<file path="config.mk">
export PLATFORM = sky130hd
export DESIGN_NAME = inst_predecode
export DESIGN_NICKNAME = d
export VERILOG_FILES = /design/src/hdl/bpu_pkg.sv /design/src/hdl/inst_predecode.sv
export SDC_FILE = /design/constraint.sdc
export NUM_CORES = 1
export LEC_CHECK = 0
export ABC_AREA = 1
export BUFFER_PORTS_ARGS = -buffer_cell sky130_fd_sc_hd__buf_2
export CORE_MARGIN = 1
export CORE_UTILIZATION = 33
export DETAILED_ROUTE_END_ITERATION = 16
export PLACE_DENSITY = 0.95
export SLEW_MARGIN = 25
export SYNTH_ARGS = -nofsm -noshare
export SYNTH_HDL_FRONTEND = slang
export SYNTH_SLANG_ARGS = --single-unit
export TNS_END_PERCENT = 50
</file>
<file path="constraint.sdc">
create_clock -name vclk -period 0.8
set_input_delay 0.08 -clock vclk [all_inputs]
set_output_delay 0.08 -clock vclk [all_outputs]
set_load 0.005 [all_outputs]
</file>
<file path="src/hdl/bpu_pkg.sv">
package bpu_pkg;

    localparam int XLEN = 32;

    // bimodal direction table
    localparam int BIMODAL_ENTRIES = 512;
    localparam int BM_IDX_W        = 9;
    localparam int BM_IDX_LSB      = 1;   // pc[9:1]

    // branch target buffer
    localparam int BTB_ENTRIES = 256;
    localparam int BTB_IDX_W   = 8;
    localparam int BTB_IDX_LSB = 2;       // pc[9:2]
    localparam int BTB_TAG_W   = 22;
    localparam int BTB_TAG_LSB = 10;      // pc[31:10]

    // return address stack, pointer counts 0..64
    localparam int RAS_DEPTH = 64;
    localparam int RAS_PTR_W = 7;

    // control-flow opcodes
    localparam logic [6:0] OPC_BRANCH = 7'b1100011;
    localparam logic [6:0] OPC_JAL    = 7'b1101111;
    localparam logic [6:0] OPC_JALR   = 7'b1100111;

    // link registers that mark a return source
    localparam logic [4:0] REG_RA = 5'd1;
    localparam logic [4:0] REG_T0 = 5'd5;

    localparam logic [1:0] CNT_WEAK_NT = 2'b01;  // counter reset value

    // one instruction word, seen as B, J or I format
    typedef union packed {
        struct packed {
            logic       imm12;
            logic [5:0] imm10_5;
            logic [4:0] rs2;
            logic [4:0] rs1;
            logic [2:0] funct3;
            logic [3:0] imm4_1;
            logic       imm11;
            logic [6:0] opcode;
        } b;
        struct packed {
            logic       imm20;
            logic [9:0] imm10_1;
            logic       imm11;
            logic [7:0] imm19_12;
            logic [4:0] rd;
            logic [6:0] opcode;
        } j;
        struct packed {
            logic [11:0] imm;
            logic [4:0]  rs1;
            logic [2:0]  funct3;
            logic [4:0]  rd;
            logic [6:0]  opcode;
        } i;
    } inst_word_t;

endpackage

</file>
<file path="src/hdl/inst_predecode.sv">
`timescale 1ns/1ps

module inst_predecode (
    input  logic [bpu_pkg::XLEN-1:0] inst_i,
    output logic                     is_branch_o,
    output logic                     is_jal_o,
    output logic                     is_jalr_o,
    output logic                     is_ret_o,
    output logic [bpu_pkg::XLEN-1:0] b_imm_o,
    output logic [bpu_pkg::XLEN-1:0] j_imm_o
);

    bpu_pkg::inst_word_t iw;

    logic rd_is_zero;
    logic rs1_is_link;
    logic imm_is_zero;

    assign iw = inst_i;

    // opcode classes, all formats share bits 6:0
    assign is_branch_o = (iw.b.opcode == bpu_pkg::OPC_BRANCH);
    assign is_jal_o    = (iw.j.opcode == bpu_pkg::OPC_JAL);
    assign is_jalr_o   = (iw.i.opcode == bpu_pkg::OPC_JALR);

    // return is jalr x0, 0(ra) or jalr x0, 0(t0)
    assign rd_is_zero  = (iw.i.rd == 5'd0);
    assign rs1_is_link = (iw.i.rs1 == bpu_pkg::REG_RA) || (iw.i.rs1 == bpu_pkg::REG_T0);
    assign imm_is_zero = (iw.i.imm == 12'd0);

    assign is_ret_o = is_jalr_o && rd_is_zero && rs1_is_link && imm_is_zero;

    // b-type offset, 13 bits sign extended
    assign b_imm_o = {
        {(bpu_pkg::XLEN-12){iw.b.imm12}},
        iw.b.imm11,
        iw.b.imm10_5,
        iw.b.imm4_1,
        1'b0
    };

    // j-type offset, 21 bits sign extended
    assign j_imm_o = {
        {(bpu_pkg::XLEN-20){iw.j.imm20}},
        iw.j.imm19_12,
        iw.j.imm11,
        iw.j.imm10_1,
        1'b0
    };

endmodule

</file>
# ---- After elaboration in Yosys (flattened, before gate mapping)
# Index checks and enable logic that the tools add are counted.
dict set report totals {
  ramBits 0
  register_bits 0
  latchBits 0
  inputBits 32
  mem_count 0
  wordCells 11
  output_inout_bits 68
  mem_bits_ro 0
}
dict set report classes {
  div_mod_pow 0
  shift 0
  n_mux 0
  bitwise_logic 0
  addsub 0
  mul 0
  eq_ne 5
  n_reduce_logical 6
  magnitude_cmp 0
}
# op n
set op_table {}
lappend op_table {{$eq A7 B7 Y1 const B} 3}
lappend op_table {{$logic_not A12 Y1} 1}
lappend op_table {{$eq A5 B1 Y1 const B} 1}
lappend op_table {{$eq A5 B3 Y1 const B} 1}
lappend op_table {{$logic_not A5 Y1} 1}
lappend op_table {{$logic_and A1 B1 Y1} 3}
lappend op_table {{$logic_or A1 B1 Y1} 1}

# ---- Longest topological paths before layout
dict set report logic_depth {
  word_depth 4
  ltp_mapped 6
  mapped_depth_nobuf 6
}

# ---- Least setup slack after synthesis
# Ideal clock, no wire load.
dict set report synth_path {
  path_type {input to output}
  start {in inst_i[8] in the netlist's numbering}
  end {out is_ret_o}
  cell_stages 4
  t_required_ns 0.720
  arrival_ns 0.546
  slack_ns 0.174
  n_path_buf 0
  path_cell_list {or2_1 > nor2_1 > nand2_2 > nor2_2}
}
dict set report synth_between {
  elab_chain_cells 4
}
# element line_no
set synth_rtl {}
lappend synth_rtl {{from (decl)} inst_predecode.sv:4} ;# input logic [bpu_pkg::XLEN-1:0] inst_i,
lappend synth_rtl {{$logic_not A5 Y1} inst_predecode.sv:27} ;# assign rd_is_zero = (iw.i.rd == 5'd0);
lappend synth_rtl {{$logic_and A1 B1 Y1 (3 in a row)} inst_predecode.sv:31} ;# assign is_ret_o = is_jalr_o && rd_is_zero && rs1_is_link && imm_is_zero;
lappend synth_rtl {{to (decl)} inst_predecode.sv:8} ;# output logic is_ret_o,
# No other way between the ends.

# ---- Worst setup path in the final report
dict set report layout_path {
  start {in inst_i[7] in the netlist's numbering}
  end {out is_ret_o}
}
# The elaborated chain is that of the path after synthesis.

==> impl_metrics.json <==
{
  "worstSetupEndpoint": "is_ret_o",
  "critPathCaptureType": "output port",
  "synth_warnings": 0,
  "finish.utilization_pct": 41.6,
  "grt_pass1_wl_mm": 1.26,
  "fin_ws_ps": -1.89,
  "post-cts-setup-buffer-count": 0,
  "initialDrtViolationCount": 0,
  "dieHeight_um": 46.4,
  "finalSetupViolations": 1,
  "seq_cell_count": 0,
  "row_count": 15,
  "final_common_cell": "buf_2",
  "place_hpwl_mm": 1.02,
  "drc": 0,
  "finalHoldViolCount": 0,
  "vias": 581,
  "drive_gt1_share_pct": 83.7,
  "drt_wl_total_mm": 1.10,
  "coreArea_um2": 1780,
  "antenna_found_initial": 0,
  "critPathRequiredTime_ps": 720,
  "grtUsageTotal_pct": 7.49,
  "status": "complete, but fails checks",
  "port_buffers": 90,
  "synth.area.mux_share_pct": 0,
  "wl_per_cell_um": 7.15,
  "synth-simple-area-share_pct": 22.5,
  "rsz0062_at_grt": "yes",
  "setup_tns_ps": -1.89,
  "post-place-ws_ps": -37.9,
  "final_nets": 163,
  "dr.pass1.iters": 1,
  "gp_congestion": 0.659,
  "fill_cells": 194,
  "die_w_um": 46.4,
  "seq_area_frac_synth_pct": 0,
  "drv_slew": 0,
  "synth_xor_area_share_pct": 0,
  "synthAdderAreaFrac_pct": 0,
  "grt_overflow": 0,
  "min_period_ps": 802,
  "final_cell_mix": "buf_2 (84), nor2_1 (8), nand2_1 (7)",
  "grt_pass1_vias": 363,
  "crit_fanout": 2,
  "vias_per_cell": 3.77,
  "netlist_area_um2": 649,
  "fmaxAchievable_ghz": 1.25,
  "irDropWorstVdd_uv": 217,
  "violations": "setup timing",
  "criticalPathCategory": "primary input to output port",
  "dp.cells": 154,
  "syn_to_final_growth_pct": 14.3,
  "postRouteAntennaNets": 0,
  "power.density_nw_per_um2": 465,
  "antennaDiodeCount": 0,
  "min_period_over_period_pct": 100,
  "cap_violations": 0,
  "final_cell_count_no_fill": 154,
  "io-pin-count": 100,
  "clkbuf_count": 0,
  "grt_start_max_net_pins": 30,
  "min_path_type": "primary input to output port",
  "power.leakage_nw": 0.459,
  "synth_compound_area_share_pct": 0,
  "synth.distinct_cells": 13,
  "synth_top_family_by_area": "buffers and inverters",
  "cp.arrival_ps": 720,
  "syn_avg_cell_area_um2": 6.56,
  "startpoint": "inst_i[7]",
  "critPathLaunchType": "primary input",
  "regArea_um2": 0,
  "hold_start": "inst_i[12]",
  "dieArea_um2": 2150,
  "syn-instance-count": 99,
  "start_util_pct": 36.4
}
-- logic make-up (layout without fill, tap and decap cells) --
kind of cell / after synthesis / count (layout)
AND/OR/NAND/NOR: 29 / 29
other: 1 / 2
buffers and inverters: 69 / 98
-- worst min-delay path by stage --
stage | end | slack, ps | depth (start not counted)
global placement | j_imm_o[12] | 160 | 0
CTS | j_imm_o[12] | 160 | 0
detailed placement | j_imm_o[12] | 160 | 0
finish | j_imm_o[12] | 160 | 0
floorplan | is_branch_o | 200 | 1
global route | j_imm_o[12] | 160 | 0
-- worst max-delay path, cell delays in order --
cell and delay, ps:
buf_6 90, or2_1 210, nor2_1 110, nand2_2 60, nor2_2 70, buf_2 110
-- what timing repair did --
action	4_1_cts	5_1_grt
hold buffers	0	0
pin swaps	7	14
gates resized for setup	2	17
setup endpoints to repair	2	1
endpoints found under the hold margin	0	0
-- synth_stat cells --
master	instances	area (um^2)
nor2_4	1	11.3
nand3_4	1	17.5
inv_2	1	3.75
nor2_2	2	12.5
inv_1	4	15.0
buf_4	64	480
conb_1	1	3.75
nor2_1	13	48.8
nand2_2	2	12.5
or2_1	1	6.26
nand3_1	1	5.00
nand2_1	7	26.3
nor4_1	1	6.26
-- metrics by stage --
stage | instance area (um^2) | hold slack [ps] | total power, mW
3_3_place_gp | 677 | 160 | 0.310
2_1_floorplan | 653 | 195 | 0.295
3_5_place_dp | 677 | 160 | 0.316
6_report | 742 | 160 | 0.345
4_1_cts | 689 | 160 | 0.322
5_1_grt | 742 | 160 | 0.389
-- power breakdown --
part | total (mW) | leakage (nW) | internal [mW] | switching, mW
clock | 0 | 0 | 0 | 0
combinational | 0.345 | 0.459 | 0.194 | 0.151
sequential | 0 | 0 | 0 | 0
total | 0.345 | 0.459 | 0.194 | 0.151
-- area by class of cell --
cell class	instances	area [um^2]	area share, %
repair buffers	93	514	69.3
inverters	5	18.8	2.53
well taps	25	31.3	4.22
multi-input cells	31	178	23.9
-- metal layers --
| layer | vias up | GRT usage, % | routed length (um) |
|---|---|---|---|
| li1 | 290 | - | - |
| met1 | 233 | 6.44 | 339 |
| met2 | 58 | 17.8 | 597 |
| met3 | 0 | 0.784 | 164 |
| met4 | 0 | 0 | 0 |
| met5 | - | 0 | 0 |
(Power assumes the default switching activity.)
